File: src/common/blas_pkg.sv
// Shared sizes and encodings for the vector engine.
// Every RTL block imports this package with a wildcard import.

package blas_pkg;

	//////////////////////////////
	// Sizes
	//////////////////////////////
	localparam int NUM_TPUS = 2;						// Thread units in the chain
	localparam int DATA_W = 16;
	localparam int MEM_DEPTH = 8;
	localparam int ADDR_W = $clog2(MEM_DEPTH);
	localparam logic [ADDR_W-1:0] Y_BASE = ADDR_W'(4);	// Vector y starts here

	// Router destination width, at least one bit
	localparam int DST_W = (NUM_TPUS > 1) ? $clog2(NUM_TPUS) : 1;

	// Write flight counter, covers the longest hop count
	localparam int FLY_W = $clog2(NUM_TPUS + 1);

	// Issue numbers wrap and index the commit buffer directly
	localparam int ISSUE_W = 2;
	localparam int AGG_DEPTH = 2**ISSUE_W;

	//////////////////////////////
	// Encodings
	//////////////////////////////
	typedef enum logic [1:0] {
		CMD_WRITE	= 2'd0,
		CMD_READ	= 2'd1,
		CMD_EXEC	= 2'd2
	} cmd_e;

	typedef enum logic [1:0] {
		OP_SCALE	= 2'd0,		// y = a*x
		OP_AXPY		= 2'd1,		// y = a*x + y
		OP_ADD		= 2'd2		// y = x + y
	} op_e;

	typedef enum logic [1:0] {
		ST_IDLE		= 2'd0,
		ST_RUN		= 2'd1,
		ST_TERM		= 2'd2
	} tpu_st_e;

endpackage
File: src/blas_engine.sv
// Top level of the vector engine. Control unit and commit buffer at
// the head of a one-column chain of routers, each with its thread unit
// and local memory. Host ports are plain strobes.

`timescale 1ns/10ps

module blas_engine
	import blas_pkg::*;
(
	input	logic						clock,
	input	logic						rst_n,
	input	logic						req,
	input	cmd_e						cmd,
	input	logic	[NUM_TPUS-1:0]		mask,
	input	logic	[ADDR_W-1:0]		addr,
	input	op_e						op,
	input	logic	[DATA_W-1:0]		data_in,
	output	logic						wait_o,
	output	logic	[DATA_W-1:0]		rd_data,
	output	logic						rd_valid,
	output	logic						commit,
	output	logic	[ISSUE_W-1:0]		commit_no,
	output	logic						busy
);

	//////////////////////////////
	// Chain and issue wires
	//////////////////////////////
	logic						fwd_req		[NUM_TPUS+1];
	logic						fwd_we		[NUM_TPUS+1];
	logic	[DST_W-1:0]			fwd_dst		[NUM_TPUS+1];
	logic	[ADDR_W-1:0]		fwd_addr	[NUM_TPUS+1];
	logic	[DATA_W-1:0]		fwd_data	[NUM_TPUS+1];
	logic						fwd_hit		[NUM_TPUS];
	logic						bwd_vld		[NUM_TPUS+1];
	logic	[DATA_W-1:0]		bwd_data	[NUM_TPUS+1];

	logic						issue;
	logic	[ISSUE_W-1:0]		issue_no;
	op_e						exe_op;
	logic	[ADDR_W-1:0]		exe_len;
	logic	[DATA_W-1:0]		exe_scalar;
	logic	[NUM_TPUS-1:0]		en_exe;
	logic	[NUM_TPUS-1:0]		tpu_busy;
	logic	[NUM_TPUS-1:0]		term;
	logic	[NUM_TPUS-1:0][ISSUE_W-1:0]	term_no;
	logic						agg_full;
	logic						agg_empty;

	// Per unit memory ports
	logic	[ADDR_W-1:0]		raddr_x		[NUM_TPUS];
	logic	[ADDR_W-1:0]		raddr_y		[NUM_TPUS];
	logic	[DATA_W-1:0]		rdata_x		[NUM_TPUS];
	logic	[DATA_W-1:0]		rdata_y		[NUM_TPUS];
	logic						mem_we		[NUM_TPUS];
	logic	[ADDR_W-1:0]		mem_waddr	[NUM_TPUS];
	logic	[DATA_W-1:0]		mem_wdata	[NUM_TPUS];
	logic						rt_we		[NUM_TPUS];
	logic						rt_re		[NUM_TPUS];
	logic	[ADDR_W-1:0]		rt_addr		[NUM_TPUS];
	logic	[DATA_W-1:0]		rt_wdata	[NUM_TPUS];
	logic	[DATA_W-1:0]		rt_rdata	[NUM_TPUS];
	logic						rt_rvld		[NUM_TPUS];

	assign busy = (|tpu_busy) | ~agg_empty;
	assign bwd_vld[NUM_TPUS] = 1'b0;			// End of the chain
	assign bwd_data[NUM_TPUS] = '0;

	mpu mpu_i (
		.clock(			clock			),
		.rst_n(			rst_n			),
		.req(			req				),
		.cmd(			cmd				),
		.mask(			mask			),
		.addr(			addr			),
		.op(			op				),
		.data_in(		data_in			),
		.wait_o(		wait_o			),
		.rd_data(		rd_data			),
		.rd_valid(		rd_valid		),
		.fwd_req(		fwd_req[0]		),
		.fwd_we(		fwd_we[0]		),
		.fwd_dst(		fwd_dst[0]		),
		.fwd_addr(		fwd_addr[0]		),
		.fwd_data(		fwd_data[0]		),
		.bwd_vld(		bwd_vld[0]		),
		.bwd_data(		bwd_data[0]		),
		.issue(			issue			),
		.issue_no(		issue_no		),
		.exe_op(		exe_op			),
		.exe_len(		exe_len			),
		.exe_scalar(	exe_scalar		),
		.en_exe(		en_exe			),
		.tpu_busy(		tpu_busy		),
		.agg_full(		agg_full		)
	);

	commit_agg commit_agg_i (
		.clock(			clock			),
		.rst_n(			rst_n			),
		.issue(			issue			),
		.issue_no(		issue_no		),
		.en_exe(		en_exe			),
		.term(			term			),
		.term_no(		term_no			),
		.commit(		commit			),
		.commit_no(		commit_no		),
		.full(			agg_full		),
		.empty(			agg_empty		)
	);

	//////////////////////////////
	// One hop per thread unit
	//////////////////////////////
	for (genvar k = 0; k < NUM_TPUS; k++) begin : g_unit
		assign fwd_hit[k] = (fwd_dst[k] == DST_W'(k));

		router router_i (
			.clock(		clock			),
			.rst_n(		rst_n			),
			.fwd_req(	fwd_req[k]		),
			.fwd_we(	fwd_we[k]		),
			.fwd_hit(	fwd_hit[k]		),
			.fwd_dst(	fwd_dst[k]		),
			.fwd_addr(	fwd_addr[k]		),
			.fwd_data(	fwd_data[k]		),
			.nxt_req(	fwd_req[k+1]	),
			.nxt_we(	fwd_we[k+1]		),
			.nxt_dst(	fwd_dst[k+1]	),
			.nxt_addr(	fwd_addr[k+1]	),
			.nxt_data(	fwd_data[k+1]	),
			.ret_vld(	bwd_vld[k+1]	),
			.ret_data(	bwd_data[k+1]	),
			.bwd_vld(	bwd_vld[k]		),
			.bwd_data(	bwd_data[k]		),
			.rt_we(		rt_we[k]		),
			.rt_re(		rt_re[k]		),
			.rt_addr(	rt_addr[k]		),
			.rt_wdata(	rt_wdata[k]		),
			.rt_rdata(	rt_rdata[k]		),
			.rt_rvld(	rt_rvld[k]		)
		);

		tpu tpu_i (
			.clock(			clock			),
			.rst_n(			rst_n			),
			.en_exe(		en_exe[k]		),
			.issue(			issue			),
			.issue_no(		issue_no		),
			.exe_op(		exe_op			),
			.exe_len(		exe_len			),
			.exe_scalar(	exe_scalar		),
			.busy(			tpu_busy[k]		),
			.term(			term[k]			),
			.term_no(		term_no[k]		),
			.mem_raddr_x(	raddr_x[k]		),
			.mem_raddr_y(	raddr_y[k]		),
			.mem_rdata_x(	rdata_x[k]		),
			.mem_rdata_y(	rdata_y[k]		),
			.mem_we(		mem_we[k]		),
			.mem_waddr(		mem_waddr[k]	),
			.mem_wdata(		mem_wdata[k]	)
		);

		dmem dmem_i (
			.clock(		clock			),
			.rst_n(		rst_n			),
			.raddr_x(	raddr_x[k]		),
			.rdata_x(	rdata_x[k]		),
			.raddr_y(	raddr_y[k]		),
			.rdata_y(	rdata_y[k]		),
			.we(		mem_we[k]		),
			.waddr(		mem_waddr[k]	),
			.wdata(		mem_wdata[k]	),
			.rt_we(		rt_we[k]		),
			.rt_re(		rt_re[k]		),
			.rt_addr(	rt_addr[k]		),
			.rt_wdata(	rt_wdata[k]		),
			.rt_rdata(	rt_rdata[k]		),
			.rt_rvld(	rt_rvld[k]		)
		);
	end

endmodule

File: src/router.sv
// One hop of the router chain. Registers the forward word, hands it to
// the local memory when hit is set, otherwise passes it on. Read data
// returns toward the control unit one register per hop.

`timescale 1ns/10ps

module router
	import blas_pkg::*;
(
	input	logic						clock,
	input	logic						rst_n,
	input	logic						fwd_req,
	input	logic						fwd_we,
	input	logic						fwd_hit,		// Destination is this hop
	input	logic	[DST_W-1:0]			fwd_dst,
	input	logic	[ADDR_W-1:0]		fwd_addr,
	input	logic	[DATA_W-1:0]		fwd_data,
	output	logic						nxt_req,
	output	logic						nxt_we,
	output	logic	[DST_W-1:0]			nxt_dst,
	output	logic	[ADDR_W-1:0]		nxt_addr,
	output	logic	[DATA_W-1:0]		nxt_data,
	input	logic						ret_vld,		// From the next hop
	input	logic	[DATA_W-1:0]		ret_data,
	output	logic						bwd_vld,
	output	logic	[DATA_W-1:0]		bwd_data,
	output	logic						rt_we,
	output	logic						rt_re,
	output	logic	[ADDR_W-1:0]		rt_addr,
	output	logic	[DATA_W-1:0]		rt_wdata,
	input	logic	[DATA_W-1:0]		rt_rdata,
	input	logic						rt_rvld
);

	logic		q_req;
	logic		q_hit;

	always_ff @(posedge clock or negedge rst_n) begin
		if (!rst_n) begin
			q_req <= 1'b0;
			q_hit <= 1'b0;
			bwd_vld <= 1'b0;
		end else begin
			q_req <= fwd_req;
			q_hit <= fwd_hit;
			bwd_vld <= rt_rvld | ret_vld;
		end
	end

	always_ff @(posedge clock) begin
		nxt_we <= fwd_we;
		nxt_dst <= fwd_dst;
		nxt_addr <= fwd_addr;
		nxt_data <= fwd_data;
		bwd_data <= rt_rvld ? rt_rdata : ret_data;	// Never both valid
	end

	assign nxt_req = q_req & ~q_hit;
	assign rt_we = q_req & q_hit & nxt_we;
	assign rt_re = q_req & q_hit & ~nxt_we;
	assign rt_addr = nxt_addr;
	assign rt_wdata = nxt_data;

endmodule

File: src/tpu/dmem.sv
// Local data memory of one thread unit. Two combinational read ports
// for the unit, one write port shared by the unit and the router,
// and a registered router read that answers one cycle later.

`timescale 1ns/10ps

module dmem
	import blas_pkg::*;
(
	input	logic						clock,
	input	logic						rst_n,
	input	logic	[ADDR_W-1:0]		raddr_x,
	output	logic	[DATA_W-1:0]		rdata_x,
	input	logic	[ADDR_W-1:0]		raddr_y,
	output	logic	[DATA_W-1:0]		rdata_y,
	input	logic						we,
	input	logic	[ADDR_W-1:0]		waddr,
	input	logic	[DATA_W-1:0]		wdata,
	input	logic						rt_we,
	input	logic						rt_re,
	input	logic	[ADDR_W-1:0]		rt_addr,
	input	logic	[DATA_W-1:0]		rt_wdata,
	output	logic	[DATA_W-1:0]		rt_rdata,
	output	logic						rt_rvld
);

	logic	[DATA_W-1:0]		mem	[MEM_DEPTH];

	assign rdata_x = mem[raddr_x];
	assign rdata_y = mem[raddr_y];

	always_ff @(posedge clock) begin
		if (we) begin
			mem[waddr] <= wdata;			// Thread unit first
		end else if (rt_we) begin
			mem[rt_addr] <= rt_wdata;
		end
		rt_rdata <= mem[rt_addr];
	end

	always_ff @(posedge clock or negedge rst_n) begin
		if (!rst_n) begin
			rt_rvld <= 1'b0;
		end else begin
			rt_rvld <= rt_re;
		end
	end

	// Host traffic only reaches idle units
	assert property (@(posedge clock) disable iff (!rst_n) rt_we |-> !we)
		else $error("dmem: router write during thread write");

endmodule

File: src/tpu/tpu.sv
// Thread unit. Runs one vector instruction over its local memory, one
// element per cycle, x at words 0..3 and y at Y_BASE onward.
// Pulses term with the latched issue number when done.

`timescale 1ns/10ps

module tpu
	import blas_pkg::*;
(
	input	logic						clock,
	input	logic						rst_n,
	input	logic						en_exe,
	input	logic						issue,
	input	logic	[ISSUE_W-1:0]		issue_no,
	input	op_e						exe_op,
	input	logic	[ADDR_W-1:0]		exe_len,
	input	logic	[DATA_W-1:0]		exe_scalar,
	output	logic						busy,
	output	logic						term,
	output	logic	[ISSUE_W-1:0]		term_no,
	output	logic	[ADDR_W-1:0]		mem_raddr_x,
	output	logic	[ADDR_W-1:0]		mem_raddr_y,
	input	logic	[DATA_W-1:0]		mem_rdata_x,
	input	logic	[DATA_W-1:0]		mem_rdata_y,
	output	logic						mem_we,
	output	logic	[ADDR_W-1:0]		mem_waddr,
	output	logic	[DATA_W-1:0]		mem_wdata
);

	tpu_st_e					state;
	logic	[ADDR_W-1:0]		idx;		// Current element
	logic	[ADDR_W-1:0]		last;
	op_e						op_q;
	logic	[DATA_W-1:0]		scalar;
	logic	[DATA_W-1:0]		prod;

	always_ff @(posedge clock or negedge rst_n) begin
		if (!rst_n) begin
			state <= ST_IDLE;
			idx <= '0;
		end else begin
			case (state)
				ST_IDLE: begin
					if (issue && en_exe) begin
						state <= ST_RUN;
						idx <= '0;
					end
				end
				ST_RUN: begin
					if (idx == last) begin
						state <= ST_TERM;
					end else begin
						idx <= idx + 1'b1;
					end
				end
				default: state <= ST_IDLE;		// One cycle of term
			endcase
		end
	end

	// Instruction fields, taken on issue
	always_ff @(posedge clock) begin
		if (state == ST_IDLE && issue && en_exe) begin
			last <= exe_len;
			op_q <= exe_op;
			scalar <= exe_scalar;
			term_no <= issue_no;
		end
	end

	assign busy = (state != ST_IDLE);
	assign term = (state == ST_TERM);

	//////////////////////////////
	// Element datapath
	//////////////////////////////
	assign mem_raddr_x = idx;
	assign mem_raddr_y = Y_BASE + idx;
	assign mem_waddr = mem_raddr_y;		// Result overwrites y
	assign mem_we = (state == ST_RUN);
	assign prod = scalar * mem_rdata_x;	// Wraps at 16 bits

	always_comb begin
		case (op_q)
			OP_SCALE:	mem_wdata = prod;
			OP_AXPY:	mem_wdata = prod + mem_rdata_y;
			default:	mem_wdata = mem_rdata_x + mem_rdata_y;
		endcase
	end

endmodule

File: src/mpu/commit_agg.sv
// In-order commit buffer. One entry per issued instruction, indexed by
// its issue number, holding the units that have not yet terminated.
// Only the head entry retires, so commits leave in issue order.

`timescale 1ns/10ps

module commit_agg
	import blas_pkg::*;
(
	input	logic									clock,
	input	logic									rst_n,
	input	logic									issue,
	input	logic	[ISSUE_W-1:0]					issue_no,
	input	logic	[NUM_TPUS-1:0]					en_exe,
	input	logic	[NUM_TPUS-1:0]					term,
	input	logic	[NUM_TPUS-1:0][ISSUE_W-1:0]		term_no,
	output	logic									commit,
	output	logic	[ISSUE_W-1:0]					commit_no,
	output	logic									full,
	output	logic									empty
);

	logic	[AGG_DEPTH-1:0]					vld;
	logic	[AGG_DEPTH-1:0][NUM_TPUS-1:0]	pmask;		// Units still running
	logic	[ISSUE_W-1:0]					head;
	logic									pop;

	assign pop = vld[head] && (pmask[head] == '0);
	assign commit = pop;
	assign commit_no = head;
	assign full = &vld;
	assign empty = ~|vld;

	always_ff @(posedge clock or negedge rst_n) begin
		if (!rst_n) begin
			vld <= '0;
			pmask <= '0;
			head <= '0;
		end else begin
			for (int u = 0; u < NUM_TPUS; u++) begin
				if (term[u]) begin
					pmask[term_no[u]][u] <= 1'b0;
				end
			end
			// New entry never sees a term in its push cycle
			if (issue) begin
				vld[issue_no] <= 1'b1;
				pmask[issue_no] <= en_exe;
			end
			if (pop) begin
				vld[head] <= 1'b0;
				head <= head + 1'b1;
			end
		end
	end

	//////////////////////////////
	// Checks
	//////////////////////////////
	assert property (@(posedge clock) disable iff (!rst_n) issue |-> !full)
		else $error("commit_agg: push while full");

	for (genvar u = 0; u < NUM_TPUS; u++) begin : g_chk
		assert property (@(posedge clock) disable iff (!rst_n)
			term[u] |-> (vld[term_no[u]] && pmask[term_no[u]][u]))
			else $error("commit_agg: term %0d for unknown issue %0d", u, term_no[u]);
	end

endmodule

File: src/mpu/mpu.sv
// Control unit. Decodes host commands, holds one command until its
// target units are idle, then injects a router word or issues a vector
// instruction with a wrapping issue number.

`timescale 1ns/10ps

module mpu
	import blas_pkg::*;
(
	input	logic						clock,
	input	logic						rst_n,
	input	logic						req,
	input	cmd_e						cmd,
	input	logic	[NUM_TPUS-1:0]		mask,
	input	logic	[ADDR_W-1:0]		addr,
	input	op_e						op,
	input	logic	[DATA_W-1:0]		data_in,
	output	logic						wait_o,
	output	logic	[DATA_W-1:0]		rd_data,
	output	logic						rd_valid,
	output	logic						fwd_req,
	output	logic						fwd_we,
	output	logic	[DST_W-1:0]			fwd_dst,
	output	logic	[ADDR_W-1:0]		fwd_addr,
	output	logic	[DATA_W-1:0]		fwd_data,
	input	logic						bwd_vld,
	input	logic	[DATA_W-1:0]		bwd_data,
	output	logic						issue,
	output	logic	[ISSUE_W-1:0]		issue_no,
	output	op_e						exe_op,
	output	logic	[ADDR_W-1:0]		exe_len,
	output	logic	[DATA_W-1:0]		exe_scalar,
	output	logic	[NUM_TPUS-1:0]		en_exe,
	input	logic	[NUM_TPUS-1:0]		tpu_busy,
	input	logic						agg_full
);

	logic						pend_vld;
	cmd_e						pend_cmd;
	logic	[NUM_TPUS-1:0]		pend_mask;
	logic	[ADDR_W-1:0]		pend_addr;
	op_e						pend_op;
	logic	[DATA_W-1:0]		pend_data;
	logic						rd_pend;			// One read in the chain
	logic	[FLY_W-1:0]			fly_cnt;			// Write still travelling
	logic						tgt_idle;
	logic						go;
	logic						acc;

	//////////////////////////////
	// Dispatch decision
	//////////////////////////////
	always_comb begin
		tgt_idle = ~|(pend_mask & tpu_busy);
		case (pend_cmd)
			CMD_EXEC:	go = pend_vld && tgt_idle && !agg_full && (fly_cnt == '0);
			CMD_READ:	go = pend_vld && tgt_idle && !rd_pend;
			default:	go = pend_vld && tgt_idle;
		endcase
	end

	assign wait_o = rd_pend | (pend_vld & ~go) | agg_full;
	assign acc = req & ~wait_o;

	// Mask is one-hot for WRITE and READ
	always_comb begin
		fwd_dst = '0;
		for (int k = 0; k < NUM_TPUS; k++) begin
			if (pend_mask[k]) begin
				fwd_dst = DST_W'(k);
			end
		end
	end

	assign fwd_req = go && (pend_cmd != CMD_EXEC);
	assign fwd_we = (pend_cmd == CMD_WRITE);
	assign fwd_addr = pend_addr;
	assign fwd_data = pend_data;

	assign issue = go && (pend_cmd == CMD_EXEC);
	assign exe_op = pend_op;
	assign exe_len = pend_addr;				// Length minus one
	assign exe_scalar = pend_data;
	assign en_exe = pend_mask;

	always_ff @(posedge clock or negedge rst_n) begin
		if (!rst_n) begin
			pend_vld <= 1'b0;
			rd_pend <= 1'b0;
			fly_cnt <= '0;
			issue_no <= '0;
			rd_valid <= 1'b0;
		end else begin
			if (acc) begin
				pend_vld <= 1'b1;
			end else if (go) begin
				pend_vld <= 1'b0;
			end
			if (fwd_req && !fwd_we) begin
				rd_pend <= 1'b1;
			end else if (bwd_vld) begin
				rd_pend <= 1'b0;
			end
			if (fwd_req && fwd_we) begin
				fly_cnt <= FLY_W'(NUM_TPUS);
			end else if (fly_cnt != '0) begin
				fly_cnt <= fly_cnt - 1'b1;
			end
			if (issue) begin
				issue_no <= issue_no + 1'b1;
			end
			rd_valid <= bwd_vld;
		end
	end

	always_ff @(posedge clock) begin
		if (acc) begin
			pend_cmd <= cmd;
			pend_mask <= mask;
			pend_addr <= addr;
			pend_op <= op;
			pend_data <= data_in;
		end
		if (bwd_vld) begin
			rd_data <= bwd_data;
		end
	end

	// Host honours back-pressure
	assert property (@(posedge clock) disable iff (!rst_n) req |-> !wait_o)
		else $error("mpu: req while wait_o high");

endmodule

File: config.mk
export PLATFORM = sky130hd
export DESIGN_NAME = blas_engine
export DESIGN_NICKNAME = d
export VERILOG_FILES = /design/src/common/blas_pkg.sv /design/src/blas_engine.sv /design/src/router.sv /design/src/tpu/dmem.sv /design/src/tpu/tpu.sv /design/src/mpu/commit_agg.sv /design/src/mpu/mpu.sv
export SDC_FILE = /design/constraint.sdc
export NUM_CORES = 1
export LEC_CHECK = 0
export BUFFER_PORTS_ARGS = -buffer_cell sky130_fd_sc_hd__buf_4
export CAP_MARGIN = 20
export CELL_PAD_IN_SITES_DETAIL_PLACEMENT = 0
export CELL_PAD_IN_SITES_GLOBAL_PLACEMENT = 2
export CORE_MARGIN = 3
export CORE_UTILIZATION = 40
export CTS_CLUSTER_SIZE = 28
export DETAILED_ROUTE_END_ITERATION = 16
export PLACE_DENSITY = 0.75
export SKIP_LAST_GASP = 1
export SYNTH_ARGS = -nofsm -noshare
export SYNTH_HDL_FRONTEND = slang
export SYNTH_SLANG_ARGS = --single-unit
File: constraint.sdc
create_clock -name clock -period 21.1 [get_ports clock]
set_input_delay 3.165 -clock clock [delete_from_list [all_inputs] [get_ports clock]]
set_output_delay 3.165 -clock clock [all_outputs]
set_load 0.1 [all_outputs]
==> summary.md <==
| Metric | Value |
|---|---|
| Status | `finished clean` |
| Fin area | `33000 µm²` |
| Commonest cells post-synth | `343 x edfxtp_1, 262 x inv_1, 162 x fa_1` |
| Clock skew | `54.8 ps` |
| Relative slew slack | `26.5%` |
| DP Worst Slack | `11960 ps` |
| Mux cell area share after synthesis | `15.0%` |
| Critical path class | `reg -> reg` |
| Initial DRC count | `1371` |
| Via-per-instance ratio | `5.34` |
| Drt wl/cell | `22.9 µm` |
| Max Fclk | `109 MHz` |
| Final hold vios | `0` |
| Nets | `2730` |
| Critical path fanouts, max | `24` |
| Crit. End Element | `flip-flop` |
| Synth top area share | `34.8%` |
| Synth Cell Area | `29600 µm²` |
| Final worst slack | `11910 ps` |
| Post-synthesis sequential area ratio | `45.1%` |
| Post-Place Cell Area | `31200 µm²` |
| Placed cell count | `3299` |
| RSZ-0062 raised after global routing | `no` |
| Synth Flop Type | `edfxtp_1` |
| Ranking of synthesized cells by area | `edfxtp_1 35%, fa_1 11%, mux4_2 9.0%` |
| Fin crit share | `43.5%` |
| Core Box Area | `73200 µm²` |
| Mapped Nets | `2670` |
| Clk buf depth | `3` |
| EDFF count, synth | `343` |
| Slew Limit Fails | `0` |
| Initial Util | `40.5%` |
| Async S/R FF share, synth | `8.01%` |
| First-pass GRT wire length | `119000 µm` |
| Yosys warnings | `0` |
| GPL Wtd Cong | `0.830` |
| Max stage delay on crit path | `750 ps` |
| Row count | `99` |
| Total congestion overflow | `0` |
| Cells after Synth | `2338` |
| Clk Latency, worst-skew pair | `610 ps` |
| Cts bufs inserted | `53` |
| CP Launch Type | `flip-flop` |
| Worst EP required | `21340 ps` |
| Crit-path slowest cell | `dfrtp_2` |
| DRT antenna net count | `0` |
| Chip Width | `278 µm` |
| Adder-Cell Fraction of Synth Area | `16.9%` |
| Vias | `18165` |
| Vias in the first global route | `19072` |
| CTS root buf | `clkbuf_16` |
| Cell with the most instances on the worst path | `fa_1` |
| Fin Setup TNS | `0 ps` |
| Synth Area in Simple Gates | `9.73%` |
| Average instance area after synthesis | `12.7 µm²` |
| CTS resizes | `0` |
| Final cell count without fillers | `3403` |
| Layout area overhead | `11.5%` |
| # fillers | `6555` |
| Remaining DRCs | `0` |
| Max-cap violation count | `0` |
| Hold Buf Count CTS | `0` |
| Tightest Hold Check Type | `reg -> reg` |
| Largest net degree at the start of global routing | `66` |
| Area leader, netlist | `edfxtp_1` |
| Fraction of layout cells with a size suffix above 1 | `18.5%` |
| Count leader, synth | `edfxtp_1` |
| Final setup viols | `0` |
| WL final | `77900 µm` |
| Post-CTS Repair Setup Buffers | `0` |
| DP HPWL | `55800 µm` |
| TritonRoute pass-1 iters | `5` |
| Total track usage | `20.4%` |
| Tmin final | `9190 ps` |
| Critical path data arrival time | `9430 ps` |
| Htree depth | `2` |
| TritonCTS Sinks | `487` |
| Initial antenna violation count | `4` |
| Flops & latches, synth | `487` |
| Height of the die | `278 µm` |
| Worst-margin pin slew | `1100 ps` |
| # IOs | `50` |
| CTS tree | `yes` |
| Compound-cell area share of the yosys netlist | `4.75%` |
| XOR/XNOR share of the synthesized area | `3.63%` |
| Main combinational cell family by area after synthesis | `adder cells` |
| Number of library cell types mapped by synthesis | `71` |
| Full die area | `77400 µm²` |
| Clk slew on worst S/H paths | `60 ps` |
| Port bufs | `49` |
-- worst max-delay path: cells and delay by family, from the launching register on --
family          cells  cell delay [ps]
fa+ha+maj           8             3280
compound gates      8             1850
simple gates        6             1070
buf+inv             4              850
mux                 2              780
flops               1              750
xor+xnor            1              220
-- state kept, by name, indices dropped and copies added (netlist names), 3 cells and up --
name                      cells
mpu_i.rd_data                16
g_unit.router_i.nxt_addr      6
g_unit.tpu_i.last             6
commit_agg_i.vld              4
mpu_i.exe_len                 3
g_unit.dmem_i.rt_rdata       32
g_unit.tpu_i.term_no          4
mpu_i.exe_scalar             16
g_unit.tpu_i.op_q             4
g_unit.tpu_i.scalar          32
g_unit.dmem_i.mem           256
g_unit.router_i.nxt_data     32
g_unit.tpu_i.mem_raddr_x      6
commit_agg_i.pmask            8
g_unit.tpu_i.state            4
g_unit.router_i.bwd_data     32
-- placed cells by master, fill, tap and decap left out, types with 20 or more instances in the layout --
cell type,netlist,routed
dfrtp_1,39,35
nand2_1,154,154
nor2_1,125,124
nand2b_1,23,23
xnor2_1,91,91
dfxtp_1,105,103
nor2b_1,111,111
mux2_2,118,118
clkbuf_16,0,57
edfxtp_1,343,343
ha_1,142,142
xor2_1,21,21
mux2i_1,25,25
a21oi_1,88,88
o21ai_0,43,43
nand3_1,20,20
buf_4,4,96
mux4_2,119,119
inv_1,262,262
fa_1,162,162
and2_1,96,96
-- layout make-up --
cell class                 instances  area [µm²]  area share, %
antenna                            1        2.50        0.00757
clock buffer                      82        1640           4.96
clock inverter                    18         196          0.594
inverter                         262         983           2.98
multi-input combinational       1492       14800           44.9
sequential                       487       13400           40.5
tap                              959        1200           3.63
timing repair buffer             102         811           2.45
-- worst paths after layout --
path / start / endpoint / slack (ps) / cells past startpoint
setup / recovery: g_unit[1].tpu_i.mem_raddr_x[0]$_DFFE_PN0P_ / g_unit[1].dmem_i.mem[0][15]$_DFFE_PP_ / 11910 / 29
setup reg to reg: g_unit[1].tpu_i.mem_raddr_x[0]$_DFFE_PN0P_ / g_unit[1].dmem_i.mem[0][15]$_DFFE_PP_ / 11910 / 29
hold / removal: g_unit[0].router_i.nxt_dst$_DFF_P_ / g_unit[1].router_i.q_hit$_DFF_PN0_ / 330 / 0
max in group asynchronous: rst_n / g_unit[1].tpu_i.mem_raddr_x[0]$_DFFE_PN0P_ / 18130 / 1
min in group asynchronous: rst_n / commit_agg_i.pmask[2]$_DFF_PN0_ / 2540 / 1
hold reg to reg: g_unit[0].router_i.nxt_dst$_DFF_P_ / g_unit[1].router_i.q_hit$_DFF_PN0_ / 330 / 0
-- per-stage QoR --
stage,hold slack (ps),util (%)
finish,329,45.1
global route,335,45.1
CTS,329,45.1
detailed placement,321,42.6
global placement,323,42.5
floorplan,316,-
-- logic make-up after synthesis --
logic type                 Yosys count
muxes                              269
xor gates and xnor gates           117
adders and majority gates          304
DFF                                487
buffers and inverters              359
AOI/OAI and AO/OA                  227
and+or+nand+nor                    575
-- metal layers --
layer | global-route usage [%] | part of all wire [%] | wire length, µm | vias up
li1 | - | - | - | 8232
met1 | 30.0 | 47 | 36300 | 9332
met2 | 32.5 | 46 | 36000 | 518
met3 | 2.49 | 5.4 | 4240 | 83
met4 | 4.36 | 1.8 | 1410 | 0
met5 | 0 | 0 | 0 | -
Power is left out: the tool's default activity adds up to more than one toggle a clock period on the data nets, which glitch-free logic cannot reach.
